===== src/hdl/board_io_pkg.sv =====
`default_nettype none

package board_io_pkg;

  // word address width on the bus
  localparam int ADDR_W = 12;

  typedef logic [ADDR_W-1:0] bus_addr_t;
  typedef logic [15:0]       bus_data_t;

  // i/o register map, window is 0x080 to 0x0ff
  localparam bus_addr_t IO_LEDLCD_ADDR = 12'h080;
  localparam bus_addr_t IO_LCD_ADDR    = 12'h081;
  localparam bus_addr_t IO_GPIO_ADDR   = 12'h082;

  typedef enum logic [1:0] {
    region_ram,
    region_io,
    region_none
  } region_t;

  typedef struct packed {
    logic [7:0] hi;
    logic [7:0] lo;
  } byte_pair_t;

  // one bus word, seen whole or as two byte lanes
  typedef union packed {
    bus_data_t  half;
    byte_pair_t bytes;
  } data_word_u;

  typedef struct packed {
    logic       wr;
    logic [1:0] strb;
    region_t    region;
    bus_addr_t  addr;
    data_word_u wdata;
  } bus_req_t;

  // everything the scanner and the pin drive need
  typedef struct packed {
    bus_data_t   last_wdata;
    logic [15:0] last_addr;
    logic [7:0]  led;
    logic [7:0]  lcd;
    logic [7:0]  gpio;
  } display_t;

endpackage

`default_nettype wire


===== src/hdl/apb_mem_port.sv =====
`timescale 1ns/1ps
`default_nettype none

module apb_mem_port
  import board_io_pkg::*;
#(
  parameter int RAM_DEPTH = 1024
) (
  input  wire logic       sys_clk,
  input  wire logic       rst_n,
  input  wire logic       psel,
  input  wire logic       penable,
  input  wire logic       pwrite,
  input  wire bus_addr_t  paddr,
  input  wire bus_data_t  pwdata,
  input  wire logic [1:0] pstrb,
  output bus_data_t       prdata,
  output logic            pready,
  output bus_req_t        req,
  input  wire bus_data_t  ram_rdata,
  input  wire bus_data_t  io_rdata
);

  logic    first_access;
  logic    rd_wait_q;
  region_t region;
  region_t rd_region_q;

  // 0x080..0x0ff is the i/o window, it shadows ram
  always_comb begin
    if (paddr[ADDR_W-1:7] == 5'b00001) begin
      region = region_io;
    end else if (int'(paddr) < RAM_DEPTH) begin
      region = region_ram;
    end else begin
      region = region_none;
    end
  end

  // rd_wait_q marks the second access cycle of a read
  assign first_access = psel && penable && !rd_wait_q;

  always_ff @(posedge sys_clk or negedge rst_n) begin
    if (!rst_n) begin
      rd_wait_q   <= 1'b0;
      rd_region_q <= region_none;
    end else begin
      rd_wait_q <= first_access && !pwrite;
      if (first_access && !pwrite) begin
        rd_region_q <= region;
      end
    end
  end

  // writes finish at once, reads take one wait state
  assign pready = (first_access && pwrite) || rd_wait_q;

  always_comb begin
    req.wr         = first_access && pwrite;
    req.strb       = pstrb;
    req.region     = region;
    req.addr       = paddr;
    req.wdata.half = pwdata;
  end

  // ram data lands one cycle after the address
  always_comb begin
    case (rd_region_q)
      region_ram: prdata = ram_rdata;
      region_io:  prdata = io_rdata;
      default:    prdata = '0;
    endcase
  end

endmodule

`default_nettype wire


===== config.mk =====
export PLATFORM = sky130hd
export DESIGN_NAME = apb_mem_port
export DESIGN_NICKNAME = d
export VERILOG_FILES = /design/src/hdl/board_io_pkg.sv /design/src/hdl/apb_mem_port.sv
export SDC_FILE = /design/constraint.sdc
export NUM_CORES = 1
export LEC_CHECK = 0
export BUFFER_PORTS_ARGS = -buffer_cell sky130_fd_sc_hd__buf_2
export CELL_PAD_IN_SITES_DETAIL_PLACEMENT = 0
export CELL_PAD_IN_SITES_GLOBAL_PLACEMENT = 1
export CORE_MARGIN = 2
export CORE_UTILIZATION = 15
export CTS_BUF_LIST = sky130_fd_sc_hd__clkbuf_8
export CTS_CLUSTER_DIAMETER = 60
export DETAILED_ROUTE_END_ITERATION = 8
export PLACE_DENSITY = 0.85
export SYNTH_ARGS = -nofsm -noshare
export SYNTH_HDL_FRONTEND = slang
export SYNTH_SLANG_ARGS = --single-unit

===== constraint.sdc =====
create_clock -name sys_clk -period 1.95 [get_ports sys_clk]
set_input_delay 0.585 -clock sys_clk [delete_from_list [all_inputs] [get_ports sys_clk]]
set_output_delay 0.585 -clock sys_clk [all_outputs]
set_load 0.05 [all_outputs]

# Word level (Yosys, flattened, before mapping)
# Index checks and enable logic that the tools add are counted.
# totals
regBits	3
in_bits	67
out_inout_bits	50
word_cells	16
# classes
n_lt_le_gt_ge	1
n_eq_ne	2
n_mux	3
n_reduce_logical	8
# ops
operator	count
$pmux W16 S2	1
$lt A12 B11 Y1 const B	1
$eq A5 B1 Y1 const B	1
$logic_and A1 B1 Y1	4
$mux W2	2
$eq A2 B1 Y1 const B	1
$logic_not A1 Y1	2
$logic_not A2 Y1	1
$logic_or A1 B1 Y1	1

# Logic depth before layout (Yosys ltp)
# depth
ltp_word	4
depth_mapped	4
depth_no_buf	3

# Worst setup path before layout
# No wires, ideal clock.
# synth_path
kind	input-to-output
from	input port psel
to	output port pready
arrival_ps	2370
t_required_ps	1365
setup_slack_ps	-1005
stages	3
path_buffers	0
cell_sequence	nand2_1 nor3b_1 or2_1
# synth_rtl
element	line_no	text
from (decl)	apb_mem_port.sv:11	input wire logic psel,
to (decl)	apb_mem_port.sv:18	output logic pready,

==> reports/qor.log <==
qor: timing.fin_tns_setup -0.00654 ns
qor: detailed_routing.drtAntennaViolNets 0
qor: outcome.run_status finished, violations left
qor: yosys.synth.most_common_cell sky130_fd_sc_hd__buf_4
qor: yosys.netlist.area_leader.share 38.2%
qor: detailed_routing.viasPerCell 3.63
qor: timing.timing.final.ws_setup -0.00654 ns
qor: yosys.synth.cells.most_frequent 32 x sky130_fd_sc_hd__buf_4, 16 x sky130_fd_sc_hd__mux2i_1, 16 x sky130_fd_sc_hd__nor2_1
qor: clocking.clock_insertion_delay_worst_skew 0.21 ns
qor: global_route.overflow_left_after_global_routing 0
qor: clocking.tritoncts_num_sinks 3
qor: power.static-leakage-power 0.476 nW
qor: timing.finClkSkew 0.000633 ns
qor: yosys.mappedNetlistNets 144
qor: critical_path.worst-path-max-fanout 2
qor: detailed_routing.drt-wirelength-per-cell 8.87 um
qor: clocking.post-cts-setup-buffers 0
qor: yosys.post_synth_instance_area 628 um2
qor: yosys.synth.ff_latch_count 3
qor: clocking.clock-root-buffer sky130_fd_sc_hd__clkbuf_8
qor: timing.final_period_minus_worst_setup_slack 1.96 ns
qor: global_route.grt_antenna_before_repair 0
qor: timing.setup_repair_after_global_routing_missed_its_margin true
qor: placement.place_congestion 0.639
qor: critical_path.max_stage_delay 0.25 ns
qor: floorplan.floorplan.die_area 4720 um2
qor: timing.worst-slew-pin-transition 0.254 ns
qor: finish.insertedDiodeCount 0
qor: finish.post_route_cells_drive_above_1_share 76.5%
qor: clocking.max-clock-path-buffers 2
qor: yosys.synth_cell_types 15
qor: outcome.failed_checks setup timing
qor: yosys.synthArstFlopShare 100%
qor: timing.setup_viol 1
qor: critical_path.slowest_stage sky130_fd_sc_hd__or2_4
qor: yosys.post_synth_inst_count 77
qor: global_route.grt_start_max_net_pins 10
qor: floorplan.die_height 68.7 um
qor: yosys.synth.area.top_cells sky130_fd_sc_hd__buf_4 38%, sky130_fd_sc_hd__mux2i_1 25%, sky130_fd_sc_hd__nor2_1 9.6%
qor: clocking.cts_made_buffers 3
qor: critical_path.critical_path.most_common_cell sky130_fd_sc_hd__buf_6
qor: yosys.synth_sequential_area_ratio 12.2%
qor: placement.port_buffers 66
qor: yosys.synth_largest_area_cell sky130_fd_sc_hd__buf_4
qor: global_route.grt_pass1_wl 2010 um
qor: detailed_routing.postRouteWirelength 1500 um
qor: min_path.min_path_type in2async
qor: flow_run.maxCapViolations 0
qor: critical_path.crit_path_end_kind primary output
qor: floorplan.core_area 4030 um2
qor: floorplan.fp-row-count 23
qor: critical_path.worst_ep_required_time 1.36 ns
qor: floorplan.initial_utilization 15.6%
qor: placement.dp_hpwl 1280 um
qor: timing.final-hold-violation-count 0
qor: global_route.grt.total_usage 5.94%
qor: critical_path.cp.arrival 1.37 ns
qor: finish.final.fill_count 450
qor: timing.fmax 511 MHz
qor: yosys.ys.warnings.count 0
qor: finish.final_nets 187
qor: detailed_routing.route.vias.total 614
qor: power.max-vdd-ir-drop 0.186 mV
qor: clocking.cts.htree.levels 1
qor: floorplan.die_w 68.7 um
qor: clocking.cts_tree done
qor: yosys.synth-edff-count 0
qor: detailed_routing.drt_iter0_drc 4
qor: critical_path.worstSetupStartpoint paddr[10]
qor: detailed_routing.drc 0
qor: clocking.path_clk_slew 0.03 ns
qor: floorplan.design.portCount 117
qor: critical_path.worstReg2RegStart rd_wait_q
qor: finish.synthToLayoutAreaGrowth 47.4%
qor: critical_path.worst_setup_path_start_kind input port
qor: yosys.synth_area_per_cell 8.16 um2
qor: timing.slew_headroom 83.0%
qor: power.power_density 677 nW/um2
qor: yosys.ys.flop_type sky130_fd_sc_hd__dfrtp_1
qor: detailed_routing.firstDrtPassIters 2
qor: timing.layout_worst_path_cycle_share 100%
qor: global_route.first_global_vias 480
qor: critical_path.critical_path.cell_chain buf_6 -> or2_4 -> nor4b_4 -> buf_6
qor: critical_path.worstSetupPathType in2out
qor: finish.design_area 926 um2
qor: placement.post_dp_cell_area 866 um2
qor: timing.max_slew_violations 0
## cells in the final DEF (no fill, tap or decap), drive strengths merged
cell type  Yosys  layout
clkbuf         1       4
dfrtp          2       2
buf           33      71
mux2i         16      16
nor4b          1       1
or2            2       2
mux2           2       2
nor3b          1       1
nor2          16      16
dfstp          1       1
nor3           1       1
nand2          1       1
inv            0       1
## state kept, by name, indices dropped and copies added, names as in the netlist
signal       flops
rd_region_q      2
rd_wait_q        1
## area by class of cell
cell class              instances  area [um2]  share of cell area [%]
flip-flops and latches          3        76.3                    8.24
well taps                      50        62.6                    6.76
multi-input cells              40         339                    36.6
clock buffers                   3        41.3                    4.46
clock inverters                 1        3.75                   0.405
repair buffers                 72         403                    43.5
## stage by stage
step	instances	utilization (%)	total power, W	hold WS, ns	worst slack, ns
6_report	169	23.0	0.000627	0.163	-0.00654
5_1_grt	169	23.0	0.000669	0.155	-0.0346
4_1_cts	169	22.9	0.000637	0.161	-0.0104
3_5_place_dp	165	21.5	0.000457	0.387	-0.101
3_3_place_gp	165	21.5	0.000456	0.380	-0.0850
2_1_floorplan	77	-	0.000484	0.289	-0.187
## worst paths after layout
path	endpoint	slack [ns]	depth (start not counted)
setup / recovery	req[28]	-0.007	4
hold / removal	rd_wait_q	0.16	1
setup reg to reg	rd_region_q[0]	0.78	2
hold reg to reg	rd_wait_q	0.54	1
max in group asynchronous	rd_region_q[1]	1.59	1
min in group sys_clk	rd_wait_q	0.54	1
## where the power goes
| part | switching, W | internal [W] | total, W |
|---|---|---|---|
| clock network | 0.0000402 | 0.000134 | 0.000174 |
| registers | 0.0000163 | 0.0000719 | 0.0000881 |
| logic | 0.000245 | 0.000120 | 0.000365 |
## timing repair
| action | in CTS | in global routing |
|---|---|---|
| gates resized for setup | 3 | 1 |
| endpoints found under the setup margin | 1 | 2 |
| endpoints found under the hold margin | 0 | 0 |
| hold buffers | 0 | 0 |
## worst max-delay path, delay by kind of cell
family / cells / cell delay [ns]
AND/OR/NAND/NOR: 2 / 0.50
buffers and inverters: 2 / 0.29
## kinds of logic (layout without fill, tap and decap cells)
logic type	Yosys count	count (layout)	share of synthesized area, %
flip-flops	3	3	12.2
buffers and inverters	34	76	39.6
AND/OR/NAND/NOR	22	22	19.1
multiplexers	18	18	29.1
## routing by layer
metal / GRT usage (%) / up-vias / share of wire [%]
met5: 0 / - / 0
met4: 5.15 / 0 / 2.2
met3: 2.27 / 6 / 12
met2: 9.62 / 46 / 52
met1: 5.95 / 259 / 34
li1: - / 303 / -
No activity file was read; power rests on OpenSTA's default activity.
