[config.mk]
export PLATFORM = sky130hd
export DESIGN_NAME = led_matrix_scan
export DESIGN_NICKNAME = d
export VERILOG_FILES = /design/src/hdl/board_io_pkg.sv /design/src/hdl/led_matrix_scan.sv
export SDC_FILE = /design/constraint.sdc
export NUM_CORES = 1
export LEC_CHECK = 0
export BUFFER_PORTS_ARGS = -buffer_cell sky130_fd_sc_hd__buf_2
export CAP_MARGIN = 20
export CORE_ASPECT_RATIO = 0.75
export CORE_MARGIN = 3
export CORE_UTILIZATION = 51
export CTS_CLUSTER_SIZE = 16
export DETAILED_ROUTE_END_ITERATION = 16
export GPL_TIMING_DRIVEN = 0
export PLACE_DENSITY = 0.82
export SYNTH_ARGS = -nofsm -noshare
export SYNTH_HDL_FRONTEND = slang
export SYNTH_SLANG_ARGS = --single-unit
[constraint.sdc]
create_clock -name sys_clk -period 5.15 [get_ports sys_clk]
set_input_delay 0.2575 -clock sys_clk [delete_from_list [all_inputs] [get_ports sys_clk]]
set_output_delay 0.2575 -clock sys_clk [all_outputs]
set_load 0.05 [all_outputs]
[src/hdl/board_io_pkg.sv]
`default_nettype none

package board_io_pkg;

  // word address width on the bus
  localparam int ADDR_W = 12;

  typedef logic [ADDR_W-1:0] bus_addr_t;
  typedef logic [15:0]       bus_data_t;

  // i/o register map, window is 0x080 to 0x0ff
  localparam bus_addr_t IO_LEDLCD_ADDR = 12'h080;
  localparam bus_addr_t IO_LCD_ADDR    = 12'h081;
  localparam bus_addr_t IO_GPIO_ADDR   = 12'h082;

  typedef enum logic [1:0] {
    region_ram,
    region_io,
    region_none
  } region_t;

  typedef struct packed {
    logic [7:0] hi;
    logic [7:0] lo;
  } byte_pair_t;

  // one bus word, seen whole or as two byte lanes
  typedef union packed {
    bus_data_t  half;
    byte_pair_t bytes;
  } data_word_u;

  typedef struct packed {
    logic       wr;
    logic [1:0] strb;
    region_t    region;
    bus_addr_t  addr;
    data_word_u wdata;
  } bus_req_t;

  // everything the scanner and the pin drive need
  typedef struct packed {
    bus_data_t   last_wdata;
    logic [15:0] last_addr;
    logic [7:0]  led;
    logic [7:0]  lcd;
    logic [7:0]  gpio;
  } display_t;

endpackage

`default_nettype wire

[src/hdl/led_matrix_scan.sv]
`timescale 1ns/1ps
`default_nettype none

module led_matrix_scan
  import board_io_pkg::*;
#(
  parameter int PERIOD  = 27000,
  parameter int GAP_ON  = 100,
  parameter int GAP_OFF = 2000
) (
  input  wire logic     sys_clk,
  input  wire logic     rst_n,
  input  wire display_t disp,
  output logic [7:0]    led_row,
  output logic [7:0]    led_col
);

  localparam int CNT_W = $clog2(PERIOD);
  localparam logic [CNT_W-1:0] CNT_LAST = CNT_W'(PERIOD - 1);
  localparam logic [CNT_W-1:0] ON_START = CNT_W'(GAP_ON);
  localparam logic [CNT_W-1:0] ON_END   = CNT_W'(PERIOD - GAP_OFF);

  logic [CNT_W-1:0] counter;
  logic [2:0]       row;
  logic             led_on;

  // segments a..g from bit 7 down, dot in bit 0
  function automatic logic [7:0] encode_7seg(input logic [3:0] n, input logic dot);
    logic [6:0] seg;
    case (n)
      4'h0: seg = 7'b1111110;
      4'h1: seg = 7'b0110000;
      4'h2: seg = 7'b1101101;
      4'h3: seg = 7'b1111001;
      4'h4: seg = 7'b0110011;
      4'h5: seg = 7'b1011011;
      4'h6: seg = 7'b1011111;
      4'h7: seg = 7'b1110000;
      4'h8: seg = 7'b1111111;
      4'h9: seg = 7'b1111011;
      4'ha: seg = 7'b1110111;
      4'hb: seg = 7'b0011111;
      4'hc: seg = 7'b1001110;
      4'hd: seg = 7'b0111101;
      4'he: seg = 7'b1001111;
      default: seg = 7'b1000111;
    endcase
    return {seg, dot};
  endfunction

  // row time counter, row steps on wrap
  always_ff @(posedge sys_clk or negedge rst_n) begin
    if (!rst_n) begin
      counter <= '0;
      row     <= '0;
    end else if (counter == CNT_LAST) begin
      counter <= '0;
      row     <= row + 3'd1;
    end else begin
      counter <= counter + 1'b1;
    end
  end

  // dark gap at both ends of each row so neighbours do not ghost
  assign led_on  = (counter >= ON_START) && (counter < ON_END);
  assign led_row = ~({7'd0, led_on} << row);

  always_comb begin
    case (row)
      3'd0:    led_col = disp.last_wdata[15:8];
      3'd1:    led_col = disp.last_wdata[7:0];
      3'd2:    led_col = disp.last_addr[15:8];
      3'd3:    led_col = disp.last_addr[7:0];
      3'd4:    led_col = disp.led;
      3'd5:    led_col = disp.lcd;
      3'd6:    led_col = disp.gpio;
      default: led_col = encode_7seg(disp.last_addr[3:0], disp.last_addr[4]);
    endcase
  end

endmodule

`default_nettype wire

== Word level (Yosys, flattened, before mapping) ==
Memory sizes are Yosys's and may differ from the RTL's.
Cells that the tools add are included.
Storage, ports and cells
  flip-flop bits (word level): 18
  memories: 1
  word-level logic and storage cells: 20
  bits of input ports: 58
  memory bits (read-only): 112
Cells by class
  add/sub/neg operators: 2
  shift operators: 1
  reductions and logical operators: 2
  $lt $le $gt $ge: 2
  equal/unequal tests: 7
  bitwise logic cells: 1
  muxes and demuxes: 2
Memories
  (no name shown): words 16, width 7, read ports 1, clocked after Yosys merged registers in 0, wr ports 0, RTL line led_matrix_scan.sv:30  | case (n)
Operators by type and width (count)
  $pmux W8 S7: 1
  $add A15 B1 Y15 const B: 1
  $eq A15 B15 Y1 const B: 1
  $ge A15 B7 Y1 const B: 1
  $lt A15 B15 Y1 const B: 1
  $mux W15: 1
  $eq A3 B3 Y1 const B: 3
  $not A8 Y8: 1
  $shl A1 B3 Y8: 1
  $eq A3 B2 Y1 const B: 2
  $add A3 B1 Y3 const B: 1
  $eq A3 B1 Y1 const B: 1
  $logic_not A3 Y1: 1
  $logic_and A1 B1 Y1: 1

== Depth between registers and ports, before layout ==
  word-level depth: 4
  depth in mapped cells: 7
  depth with buffers taken out: 6

== Worst setup path before layout ==
No wires, ideal clock.
  path kind: register to output
  start point: register row[2]
  end point: output led_col[5]
  arrival: 2.984 ns
  cell stages (with the launch flop): 7
  slack: 1.908 ns
  path through: dfrtp_1 clkinv_1 ha_1 clkbuf_1 or4_1 buf_2 o31ai_1
Between the ends
  cells in the longest elaborated chain, start to end: 2
  elaborated cells on any way between the ends: 8
RTL lines
  start: declaration: RTL line led_matrix_scan.sv:24  | logic [2:0] row;
  start signal: assignment: RTL line led_matrix_scan.sv:58  | row <= row + 3'd1;
  $eq A3 B3 Y1, or another cell as far along: RTL line led_matrix_scan.sv:69  | case (row)
  $pmux W8 S7 (*): RTL line led_matrix_scan.sv:69
  end: declaration: RTL line led_matrix_scan.sv:15  | output logic [7:0] led_col
Every way passes the cells marked *; elsewhere a longest branch is shown, timed or not.

== Final worst setup path ==
  start point: register row[2]
  end point: output led_col[6]
The elaborated chain is that of the path after synthesis.

==> impl_metrics.json <==
{
  "outcome": "complete, no violations",
  "layout-drive-gt1-share": 0.332,
  "drv_slew": 0,
  "crit-reg2reg-launch": "counter[7]",
  "hp-class": "in -> async",
  "power_mw": 0.324,
  "worstRegToRegCells": 5,
  "hold_viol": 0,
  "crit_path_top_delay_cell": "or4_1",
  "power_density_nw_per_um2": 147,
  "drv_cap": 0,
  "worstMarginPinSlew_ns": 0.504,
  "dp_hpwl_mm": 4.00,
  "num_rows": 17,
  "mostFrequentLayoutCells": "buf_2, nor2_1, dfrtp_1",
  "path_max_fanout": 9,
  "period_share": 0.621,
  "dieHeight_um": 56.4,
  "async_flop_share": 1.00,
  "vias": 1946,
  "clkLatencyLatePin_ns": 0.25,
  "drtIter0Drc": 201,
  "finalClockSkew_ns": 0.00214,
  "fp.dieW_um": 73.2,
  "io_buffers": 72,
  "antenna_left": 0,
  "max_slew_margin": 0.664,
  "drc_errors": 0,
  "final.min_clock_period_ns": 3.20,
  "start_util": 0.560,
  "end_kind": "primary output",
  "synth_cell_type_count": 45,
  "netlist_instances": 203,
  "pin_count": 74,
  "worstSetupPathType": "reg -> out",
  "diodes": 0,
  "nNetsFinal": 353,
  "netlist_area_sq_um": 1730,
  "via_per_inst": 6.12,
  "cts_resized": 0,
  "yosys_warnings": 0,
  "gp_congestion": 0.971,
  "hold_ws_ns": 0.464,
  "grt_max_degree": 19,
  "final_common_cell": "buf_2",
  "max-vdd-ir-drop_uv": 202,
  "r2r_slack_ns": 3.22,
  "rsz0062_at_grt": "false",
  "cp.required_ns": 4.89,
  "yosys_register_bits": 18,
  "max_freq_mhz": 313,
  "syn_to_final_growth_pct": 27.4,
  "gr-total-overflow": 0,
  "cts_sinks": 18,
  "wirelength_mm": 5.06,
  "root_buffer": "clkbuf_8",
  "cts.clk_slew.worst_paths_ns": 0.07,
  "cts_tree": "yes",
  "setup_viol": 0,
  "antenna_found_initial": 0,
  "worstReg2RegEnd": "row[1]",
  "p_leak_nw": 1.02,
  "ctsHtreeMaxLevel": 1,
  "cts_buffer_depth": 2,
  "grt_pass1_vias": 1719,
  "track_usage": 0.249,
  "grt_pass1_wl_mm": 8.13,
  "synth_fp_nets": 275,
  "critPathLaunchType": "flip-flop",
  "die_area_sq_um": 4130,
  "synth-edff-count": 0,
  "worstPathArrival_ns": 2.94,
  "cts_buffers": 3,
  "synth-main-ff-cell": "dfrtp_1",
  "first_pass_iters": 7,
  "core-area_sq_um": 3080,
  "setup_tns_ns": 0,
  "synth.avg_cell_area_sq_um": 8.51,
  "synth-seq-area-share": 0.261,
  "avgRoutedWirePerCell_um": 15.9,
  "path_cells": "clkinv_1 -> ha_1 -> clkbuf_1 -> or4_1 -> a221oi_1 -> nand3b_1 -> buf_2",
  "critPathMaxStageDelay_ns": 0.63
}
==> layout make-up <==
class,instances,area [sq um]
timing repair buffer,73,370
inverter,11,41.3
multi-input combinational,161,1180
tap,38,47.5
clock buffer,4,55.1
sequential,18,450
buffer,13,58.8
fill,265,885
==> worst max-delay path by stage <==
stage	startpoint	end	slack, ns	cells after the start
3_3_place_gp	row[2]	led_col[6]	2.27	7
3_5_place_dp	row[2]	led_col[5]	2.28	7
6_report	row[2]	led_col[6]	1.95	7
2_1_floorplan	row[2]	led_col[5]	1.91	6
4_1_cts	row[2]	led_col[5]	1.99	7
5_1_grt	row[2]	led_col[5]	1.78	7
==> cells in the mapped netlist (2+ instances only) <==
cell type	number	share of area
ha_1	14	0.10
nor2b_1	3	0.011
nor3_1	3	0.0087
nand4_1	9	0.033
and3_1	2	0.0072
buf_2	2	0.0058
a21oi_1	14	0.041
xnor2_1	9	0.046
a211oi_1	7	0.030
nand2_1	10	0.022
nand3b_1	3	0.013
nor2_1	22	0.048
a222oi_1	5	0.029
inv_1	10	0.022
clkbuf_1	9	0.020
mux2_2	7	0.046
nor4_1	4	0.014
dfrtp_1	18	0.26
a221oi_1	10	0.051
a22oi_1	6	0.026
nand3_1	7	0.020
xor2_1	5	0.025
mux2i_1	2	0.012
==> where the power goes <==
group	leakage, nW	internal (mW)	switching, mW
Combinational	0.757	0.0305	0.0381
Sequential	0.237	0.141	0
Clock	0.0288	0.0678	0.0460
Total	1.02	0.240	0.0841
==> timing repair <==
| item | CTS | global route |
|---|---|---|
| buffers inserted | 0 | 0 |
| hold buffers | 1 | 0 |
| hold endpoints to repair | 18 | 0 |
==> flip-flops by register name (all words and copies together), names as in the netlist <==
signal / count
counter: 15
row: 3
==> per-layer routing <==
| layer | track usage | up-vias | wire, um | part of all wire |
|---|---|---|---|---|
| li1 | - | 917 | - | - |
| met1 | 0.372 | 934 | 2370 | 0.47 |
| met2 | 0.369 | 89 | 2290 | 0.45 |
| met3 | 0.0537 | 6 | 352 | 0.070 |
| met4 | 0.0421 | 0 | 40 | 0.0079 |
| met5 | 0 | - | 0 | 0 |
==> stage by stage <==
step	utilization	setup slack [ns]	cell area (sq um)	cells
6_report	0.713	1.95	2200	318
5_1_grt	0.713	1.78	2200	318
4_1_cts	0.713	1.99	2200	318
3_5_place_dp	0.692	2.28	2130	313
3_3_place_gp	0.692	2.27	2130	313
2_1_floorplan	-	1.91	1730	203
==> critical path: cells and delay by family, from the launching register on <==
family          cells  cell delay, ns
simple gates        2            0.79
buf+inv             3            0.75
flops               1            0.47
compound gates      1            0.39
fa+ha+maj           1            0.28
==> logic make-up (layout without fill, tap and decap cells) <==
logic type | Yosys count | after routing | synth area share
adders and majority gates | 14 | 14 | 0.101
and+or+nand+nor | 73 | 73 | 0.233
AOI/OAI and AO/OA | 51 | 51 | 0.219
muxes | 9 | 9 | 0.0572
DFF | 18 | 18 | 0.261
xor gates and xnor gates | 14 | 14 | 0.0710
buffers and inverters | 24 | 101 | 0.0580
(Power assumes the default switching activity.)
