File: config.mk
export PLATFORM = sky130hd
export DESIGN_NAME = io_regs
export DESIGN_NICKNAME = d
export VERILOG_FILES = /design/src/hdl/board_io_pkg.sv /design/src/hdl/io_regs.sv
export SDC_FILE = /design/constraint.sdc
export NUM_CORES = 1
export LEC_CHECK = 0
export BUFFER_PORTS_ARGS = -buffer_cell sky130_fd_sc_hd__buf_4
export CAP_MARGIN = 20
export CORE_MARGIN = 1.5
export CORE_UTILIZATION = 30
export CTS_BUF_LIST = sky130_fd_sc_hd__clkbuf_16
export DETAILED_ROUTE_END_ITERATION = 16
export PLACE_DENSITY = 0.65
export SLEW_MARGIN = 15
export SYNTH_ARGS = -nofsm -noshare
export SYNTH_HDL_FRONTEND = slang
export SYNTH_SLANG_ARGS = --single-unit
export TNS_END_PERCENT = 5
File: constraint.sdc
create_clock -name sys_clk -period 3.5 [get_ports sys_clk]
set_input_delay 0.525 -clock sys_clk [delete_from_list [all_inputs] [get_ports sys_clk]]
set_output_delay 0.525 -clock sys_clk [all_outputs]
set_load 0.005 [all_outputs]
File: src/hdl/board_io_pkg.sv
`default_nettype none

package board_io_pkg;

  // word address width on the bus
  localparam int ADDR_W = 12;

  typedef logic [ADDR_W-1:0] bus_addr_t;
  typedef logic [15:0]       bus_data_t;

  // i/o register map, window is 0x080 to 0x0ff
  localparam bus_addr_t IO_LEDLCD_ADDR = 12'h080;
  localparam bus_addr_t IO_LCD_ADDR    = 12'h081;
  localparam bus_addr_t IO_GPIO_ADDR   = 12'h082;

  typedef enum logic [1:0] {
    region_ram,
    region_io,
    region_none
  } region_t;

  typedef struct packed {
    logic [7:0] hi;
    logic [7:0] lo;
  } byte_pair_t;

  // one bus word, seen whole or as two byte lanes
  typedef union packed {
    bus_data_t  half;
    byte_pair_t bytes;
  } data_word_u;

  typedef struct packed {
    logic       wr;
    logic [1:0] strb;
    region_t    region;
    bus_addr_t  addr;
    data_word_u wdata;
  } bus_req_t;

  // everything the scanner and the pin drive need
  typedef struct packed {
    bus_data_t   last_wdata;
    logic [15:0] last_addr;
    logic [7:0]  led;
    logic [7:0]  lcd;
    logic [7:0]  gpio;
  } display_t;

endpackage

`default_nettype wire

File: src/hdl/io_regs.sv
`timescale 1ns/1ps
`default_nettype none

module io_regs
  import board_io_pkg::*;
(
  input  wire logic     sys_clk,
  input  wire logic     rst_n,
  input  wire bus_req_t req,
  output bus_data_t     rdata,
  output display_t      disp
);

  logic [7:0]  led;
  logic [7:0]  lcd;
  logic [7:0]  gpio;
  bus_data_t   last_wdata;
  logic [15:0] last_addr;
  logic        wr_io;

  assign wr_io = req.wr && (req.region == region_io);

  // byte strobes pick which register of a pair gets loaded
  always_ff @(posedge sys_clk or negedge rst_n) begin
    if (!rst_n) begin
      led  <= '0;
      lcd  <= '0;
      gpio <= '0;
    end else if (wr_io) begin
      case (req.addr)
        IO_LEDLCD_ADDR: begin
          if (req.strb[0]) led <= req.wdata.bytes.lo;
          if (req.strb[1]) lcd <= req.wdata.bytes.hi;
        end
        IO_LCD_ADDR: begin
          if (req.strb[1]) lcd <= req.wdata.bytes.hi;
        end
        IO_GPIO_ADDR: begin
          if (req.strb[0]) gpio <= req.wdata.bytes.lo;
        end
        default: ;
      endcase
    end
  end

  // any write anywhere is kept for the display
  always_ff @(posedge sys_clk or negedge rst_n) begin
    if (!rst_n) begin
      last_wdata <= '0;
      last_addr  <= '0;
    end else if (req.wr) begin
      last_wdata <= req.wdata.half;
      last_addr  <= {4'd0, req.addr};
    end
  end

  // register pairs decode on the address without bit 0
  always_comb begin
    if (req.addr[ADDR_W-1:1] == IO_LEDLCD_ADDR[ADDR_W-1:1]) begin
      rdata = {lcd, led};
    end else if (req.addr[ADDR_W-1:1] == IO_GPIO_ADDR[ADDR_W-1:1]) begin
      rdata = {8'd0, gpio};
    end else begin
      rdata = '0;
    end
  end

  assign disp = '{last_wdata: last_wdata, last_addr: last_addr,
                  led: led, lcd: lcd, gpio: gpio};

endmodule

`default_nettype wire

* After elaboration in Yosys (flattened, before gate mapping)
Index checks and enable logic that the tools add are counted.
** Cells by class
- Reductions and logical operators :: 5
- Muxes and demuxes :: 2
- Eq/ne operators :: 6
** Operator list (number)
- equality test 12 x 8 -> 1 bit, second input constant :: 3
- equality test 11 x 7 -> 1 bit, second input constant :: 2
- two-way mux 16 bit :: 1
- AND reduction 3 bit :: 3
- two-way mux 8 bit :: 1
- equality test 2 x 1 -> 1 bit, second input constant :: 1
- OR reduction 2 bit :: 1
- logical AND 1 bit :: 1
** Word-level totals
- Bits in registers :: 52
- Bits of input ports :: 35
- Output and inout port bits :: 72

* Logic depth before layout (Yosys ltp)
Gate-level depths: netlist (run 1).
- Word-level depth :: 3
- Depth in mapped cells :: 5
- Depth with buffers taken out :: 4

* Worst setup path before layout (run 1)
OpenSTA, ideal clock, no wires.
- Kind :: in2out
- From :: in req[24] (netlist bit)
- To :: out rdata[10]
- Setup slack :: 1271 ps
- Cell stages on the path :: 3
- Data arrival time :: 1704 ps
- Path buffers :: 0
- Data required time :: 2975 ps
- Path through :: or4b_2 > nor3_1 > and2_1
** On the way
- Word-level cells in the longest chain between the ends :: 2
** RTL lines
- from (decl) :: RTL line io_regs.sv:9 : input wire bus_req_t req,
- equality test 11 x 7 -> 1 bit :: RTL line io_regs.sv:59 : if (req.addr[ADDR_W-1:1] == IO_LEDLCD_ADDR[ADDR_W-1:1]) begin
- two-way mux 16 bit :: RTL line io_regs.sv:59
- to (decl) :: RTL line io_regs.sv:10 : output bus_data_t rdata,
Every way passes these cells.

* Worst setup path after layout (run 1)
- From :: in req[17] (netlist bit)
- To :: out rdata[10]
Same word-level chain as after synthesis.

==> results.json, run 1 <==
{
  "hold_viol": 0,
  "ios": 107,
  "grt_pass1_wl_mm": 7.610,
  "layout.nets": 291,
  "finalCriticalPeriod_ns": 2.435,
  "cp_slowest_cell": "or4b_2",
  "cts-root-buf": "clkbuf_16",
  "internal-power_w": 0.001061,
  "critical_path.max_stage_delay_ns": 0.62,
  "gp_congestion": 0.6521,
  "initial_core_util": 0.3085,
  "switching_share": 0.2067,
  "cts-buffers-inserted": 5,
  "whs_ns": 0.2670,
  "firstDrtPassIters": 3,
  "insertion_delay_ns": 0.28,
  "cts_hold_buffers": 0,
  "num_antenna_cells": 0,
  "via_count": 1561,
  "final_max_slew_viol_count": 0,
  "die-area_mm2": 0.007945,
  "routed_via_density": 4.385,
  "routedWlPerCell_um": 14.25,
  "crit_path_start_kind": "input port",
  "antenna_found_initial": 0,
  "finalSetupViolations": 0,
  "rows": 31,
  "wirelength_mm": 5.073,
  "fin_setup_tns_ns": 0,
  "nFillCells": 694,
  "cts_resized": 0,
  "regArea_mm2": 0.001301,
  "globalRouteOverflowTotal": 0,
  "yosysWarningCount": 0,
  "finClkSkew_ns": 0,
  "grt_pass1_vias": 1496,
  "syn_to_final_growth_pct": 45.31,
  "slew_headroom": 0.5605,
  "rsz0062_at_grt": "false",
  "fmax_ghz": 0.4107,
  "core_mm2": 0.007214,
  "cp_common_cell": "buf_4",
  "layout-drive-gt1-share": 0.6459,
  "p_per_area_mw_per_mm2": 413.5,
  "hold_path_class": "in2async",
  "grt_max_degree": 53,
  "route.detailed.drc": 0,
  "arrival_ns": 1.91,
  "seqPwrFrac": 0.486,
  "ir_drop_mv": 0.1709,
  "crit_type": "in2out",
  "clkPwrFrac": 0.399,
  "p_leak_nw": 1.630,
  "utilization": 0.4483,
  "tightest_slew_ns": 0.6593,
  "multi_input_area_um2": 868.3,
  "die_w_um": 89.14,
  "clk_path_buf_depth": 2,
  "ys_seq_elements": 52,
  "drv_cap": 0,
  "setup_ws_ns": 1.065,
  "path_clk_slew_ns": 0.06,
  "grt_usage": 0.1278,
  "finalCritPeriodShare": 0.6957,
  "critPathMaxFanout": 13,
  "htreeDepth": 2,
  "p_comb_frac": 0.115,
  "power.switching_w": 0.0002764,
  "cts_tree": "built",
  "status": "complete, no violations",
  "die-height_um": 89.14,
  "critical_path.cell_chain": "buf_4, or4b_2, nor3_1, buf_4, and2_1, buf_4",
  "endpoint_kind": "primary output",
  "seq_area_frac_synth": 0.5846,
  "cts_setup_buffers": 0,
  "syn_avg_cell_area_um2": 14.55,
  "cp.required_ns": 2.97,
  "io_buffers": 102,
  "ant_nets": 0,
  "syn_inst": 153,
  "post-place-ws_ns": 0.8200,
  "drt_first_iter_violations": 57,
  "clkSinkCount": 52,
  "hpwlAfterDp_mm": 3.721,
  "synth_area_mm2": 0.002226,
  "yosysUniqueCellTypes": 21,
  "p_total_w": 0.001338
}
-- cell families after synthesis --
family | Yosys count | share of synthesized area
buffers and inverters | 11 | 0.03035
DFF | 52 | 0.5846
muxes | 60 | 0.2990
other | 1 | 0.001685
and+or+nand+nor | 29 | 0.08432
-- placed cells by master, fill, tap and decap left out --
cell and n:
or4b_2 1, dfrtp_1 52, nand2_1 2, or3_1 1
nor4b_1 1, buf_4 103, bufinv_16 1, clkinv_2 1
and3b_1 1, nor3_1 1, nor3_4 2, mux2i_1 8
and2_1 8, clkbuf_16 5, inv_1 2, nand3_1 1
conb_1 4, nor2_1 9, nor4_2 1, mux2_2 52
nand3b_1 1
-- cells in the mapped netlist --
| cell type | instances | share of area |
|---|---|---|
| mux2i_1 | 8 | 0.036 |
| conb_1 | 1 | 0.0017 |
| nor4_2 | 1 | 0.0056 |
| mux2_2 | 52 | 0.26 |
| or3_1 | 1 | 0.0028 |
| nand3b_1 | 1 | 0.0034 |
| clkbuf_1 | 1 | 0.0017 |
| nor4b_1 | 1 | 0.0039 |
| buf_6 | 1 | 0.0051 |
| nand3_1 | 1 | 0.0022 |
| and3b_1 | 1 | 0.0039 |
| inv_1 | 1 | 0.0017 |
| nor3_4 | 2 | 0.015 |
| buf_4 | 5 | 0.017 |
| dfrtp_1 | 52 | 0.58 |
| or4b_2 | 1 | 0.0045 |
| and2_1 | 8 | 0.022 |
| nor3_1 | 1 | 0.0022 |
| nor2_1 | 9 | 0.015 |
| nand2_1 | 2 | 0.0034 |
| buf_1 | 3 | 0.0051 |
-- per-layer routing --
layer,global-route usage,part of all wire,up-vias
li1,-,-,737
met1,0.1641,0.43,760
met2,0.2078,0.50,57
met3,0.03693,0.065,7
met4,0.04196,0.011,0
met5,0,0,-
-- through the flow --
| stage | std cells | area (um^2) |
|---|---|---|
| floorplan | 156 | 2237 |
| global placement | 348 | 3070 |
| detailed placement | 348 | 3070 |
| CTS | 356 | 3234 |
| global route | 356 | 3234 |
| finish | 356 | 3234 |
-- critical path: cells and delay by family --
family | cells | cell delay [ns]
buffers and inverters | 3 | 0.47
AND/OR/NAND/NOR | 3 | 0.91
-- final timing paths --
check	startpoint	end	slack, ns	cells after the start
worst max-delay path	req[17]	rdata[10]	1.06	6
worst min-delay path	rst_n	last_wdata[1]	0.27	1
worst max register to register	led[7]	led[7]	2.71	1
worst min register to register	last_addr[9]	last_addr[9]	0.51	1
max in group asynchronous	rst_n	lcd[2]	2.78	1
min in group sys_clk	req[9]	lcd[1]	0.48	2
-- flip-flops by register name (all words and copies together) (netlist names) --
signal	count
last_wdata	16
last_addr	12
gpio	8
lcd	8
led	8
-- power by group through the flow --
stage | clock network, W | logic [W] | registers (W)
floorplan | 0 | 0.0000509 | 0.000663
global placement | 0 | 0.000157 | 0.000660
detailed placement | 0 | 0.000158 | 0.000662
CTS | 0.000556 | 0.000158 | 0.000651
global route | 0.000575 | 0.000171 | 0.000655
finish | 0.000534 | 0.000154 | 0.000650
-- cell type report --
class                   count  area share
repair buffers            103      0.2391
clock buffers               5     0.03868
flip-flops and latches     52      0.4023
clock inverters             3     0.01199
inverters                   1    0.001161
well taps                  99     0.03830
multi-input cells          93      0.2685
(Power assumes the default switching activity.)
==> inputs of run 2 (changes only) <==
- ABC_AREA: default -> 1
- PLACE_DENSITY: 0.65 -> 0.64
- clock period: 3.5 -> 2.4 ns (I/O delays scaled with it)
==> run 2 against run 1 <==
Compared with the run above:
- clock power is 40% higher
- clock skew unchanged
- total power increased by 44%
- critical endpoint is now rdata[4]
- largest power group unchanged
==> results.json, run 2 <==
{
  "nFillCells": 767,
  "p_leak_nw": 1.676,
  "hold_viol": 0,
  "hpwlAfterDp_mm": 4.633,
  "gp_congestion": 0.7485,
  "die-area_mm2": 0.008450,
  "path_clk_slew_ns": 0.07,
  "cts_hold_buffers": 0,
  "insertion_delay_ns": 0.29,
  "ios": 107,
  "finalCriticalPeriod_ns": 1.973,
  "seqPwrFrac": 0.491,
  "regMostFlops": "last_wdata",
  "endpoint_kind": "primary output",
  "grt_pass1_vias": 1928,
  "p_total_w": 0.001930,
  "die-height_um": 91.93,
  "regArea_mm2": 0.001301,
  "crit_type": "in2out",
  "cts_resized": 0,
  "status": "complete, no violations",
  "cts-root-buf": "clkbuf_16",
  "yosysTopAreaCell": "dfrtp_1",
  "cts-buffers-inserted": 5,
  "synth_edf_count": 0,
  "ant_nets": 0,
  "cts_tree": "built",
  "async_flop_share": 1.000,
  "hold_path_class": "in2async",
  "whs_ns": 0.09327,
  "ys_seq_elements": 52,
  "switching_share": 0.2455,
  "fin_setup_tns_ns": 0,
  "power.switching_w": 0.0004738,
  "drt_first_iter_violations": 93,
  "synth_area_mm2": 0.002372,
  "finalSetupViolations": 0,
  "grt_pass1_wl_mm": 9.998,
  "initial_core_util": 0.3086,
  "slew_headroom": 0.5588,
  "wirelength_mm": 6.410,
  "netlist_top_cells_count": "nand2_1 (63), dfrtp_1 (52), mux2_2 (26)",
  "antenna_found_initial": 0,
  "synth.area.top_cells": "dfrtp_1 (55%), mux2_2 (12%), nand2_1 (10%)",
  "grt_max_degree": 53,
  "tightest_slew_ns": 0.6618,
  "arrival_ns": 1.61,
  "utilization": 0.4403,
  "multi_input_area_um2": 958.4,
  "finClkSkew_ns": 0,
  "yosysWarningCount": 0,
  "layout.nets": 379,
  "grt_usage": 0.1535,
  "num_antenna_cells": 0,
  "syn_inst": 240,
  "finalCritPeriodShare": 0.8222,
  "cp.required_ns": 2.04,
  "drv_cap": 0,
  "seq_area_frac_synth": 0.5485,
  "rsz0062_at_grt": "false",
  "internal-power_w": 0.001456,
  "yosysUniqueCellTypes": 19,
  "reg2reg_setup_slack_ns": 1.63,
  "cts_setup_buffers": 0,
  "io_buffers": 102,
  "route.detailed.drc": 0,
  "largest_reg_flops": 16,
  "final_common_cell": "buf_4",
  "core_mm2": 0.007687,
  "final_max_slew_viol_count": 0,
  "clkSinkCount": 52,
  "crit_path_start_kind": "input port",
  "routed_via_density": 4.595,
  "syn_avg_cell_area_um2": 9.884,
  "critPathMaxFanout": 8,
  "yosysMostFrequentCell": "nand2_1",
  "ir_drop_mv": 0.2796,
  "place_area_mm2": 0.003232,
  "rows": 32,
  "syn_to_final_growth_pct": 42.67,
  "via_count": 2054,
  "globalRouteOverflowTotal": 0,
  "p_comb_frac": 0.124,
  "fmax_ghz": 0.5068,
  "clkPwrFrac": 0.386,
  "firstDrtPassIters": 4,
  "ys.flop_type": "dfrtp_1",
  "clk_path_buf_depth": 2,
  "routedWlPerCell_um": 14.34,
  "largestRegisters": "last_wdata x16, last_addr x12",
  "yosysTopAreaCellShare": 0.5485,
  "mostFrequentLayoutCells": "buf_4 (105), nand2_1 (63), dfrtp_1 (52)",
  "p_per_area_mw_per_mm2": 570.2,
  "die_w_um": 91.93,
  "fin_area_mm2": 0.003385,
  "layout-drive-gt1-share": 0.4377,
  "htreeDepth": 2
}
==> run 2: cell types whose count changed after synthesis, sizes merged, moves of 2 or more <==
cell   previous run  this run
a21oi             0         2
and2              8         0
buf               9        11
inv               1        15
mux2             52        26
mux2i             8         0
nand2             2        64
nand3             1        12
nand4             0        24
nor2              9        24
nor3              3         0
o21ai             0         8
==> run 2: layout make-up <==
cell class	count	share of cell area
clock buffer	5	0.03697
clock inverter	3	0.008133
inverter	15	0.01664
multi-input combinational	165	0.2832
sequential	52	0.3845
tap	102	0.03771
timing repair buffer	105	0.2329
==> run 2: cells by family (layout without fill, tap and decap cells) <==
family / Yosys count / count (layout) / share of synthesized area
AOI/OAI and AO/OA: 10 / 10 / 0.02110
and+or+nand+nor: 125 / 125 / 0.2532
buffers and inverters: 26 / 128 / 0.05222
DFF: 52 / 52 / 0.5485
muxes: 26 / 26 / 0.1234
other: 1 / 4 / 0.001581
==> run 2: worst max-delay path, stage by stage <==
cell     delay [ns]
buf_4          0.11
nor2_1         0.09
nand2_1        0.16
nor2_1         0.19
nand2_1        0.23
o21ai_0        0.31
buf_4          0.16
==> run 2: per-layer routing <==
| metal | global-route usage | up-vias | share of wire |
|---|---|---|---|
| met4 | 0.05769 | 0 | 0.016 |
| li1 | - | 1004 | - |
| met1 | 0.1991 | 977 | 0.44 |
| met3 | 0.03234 | 6 | 0.053 |
| met2 | 0.2512 | 67 | 0.49 |
| met5 | 0 | - | 0 |
==> run 2: power by group through the flow <==
| stage | combinational [W] | sequential [W] | clock, W |
|---|---|---|---|
| detailed placement | 0.000243 | 0.000964 | 0 |
| finish | 0.000239 | 0.000947 | 0.000745 |
| global placement | 0.000240 | 0.000962 | 0 |
| global route | 0.000260 | 0.000953 | 0.000798 |
| CTS | 0.000243 | 0.000947 | 0.000760 |
| floorplan | 0.0000830 | 0.000967 | 0 |
==> run 2: path summary, 6_finish.rpt <==
kind                         startpoint             to  depth (start not counted)
setup / recovery                req[24]       rdata[4]                          7
hold / removal                    rst_n  last_wdata[6]                          1
setup reg to reg           last_addr[8]   last_addr[8]                          1
hold reg to reg                  lcd[0]         lcd[0]                          2
max in group asynchronous         rst_n  last_wdata[8]                          1
min in group sys_clk            req[27]  last_addr[11]                          2
==> run 2: per-stage QoR <==
stage	cells	setup slack, ns
after CTS	447	0.4189
final	447	0.4267
after floorplan	243	0.9561
after global routing	447	0.2581
after detailed placement	439	0.4211
after global placement	439	0.4710
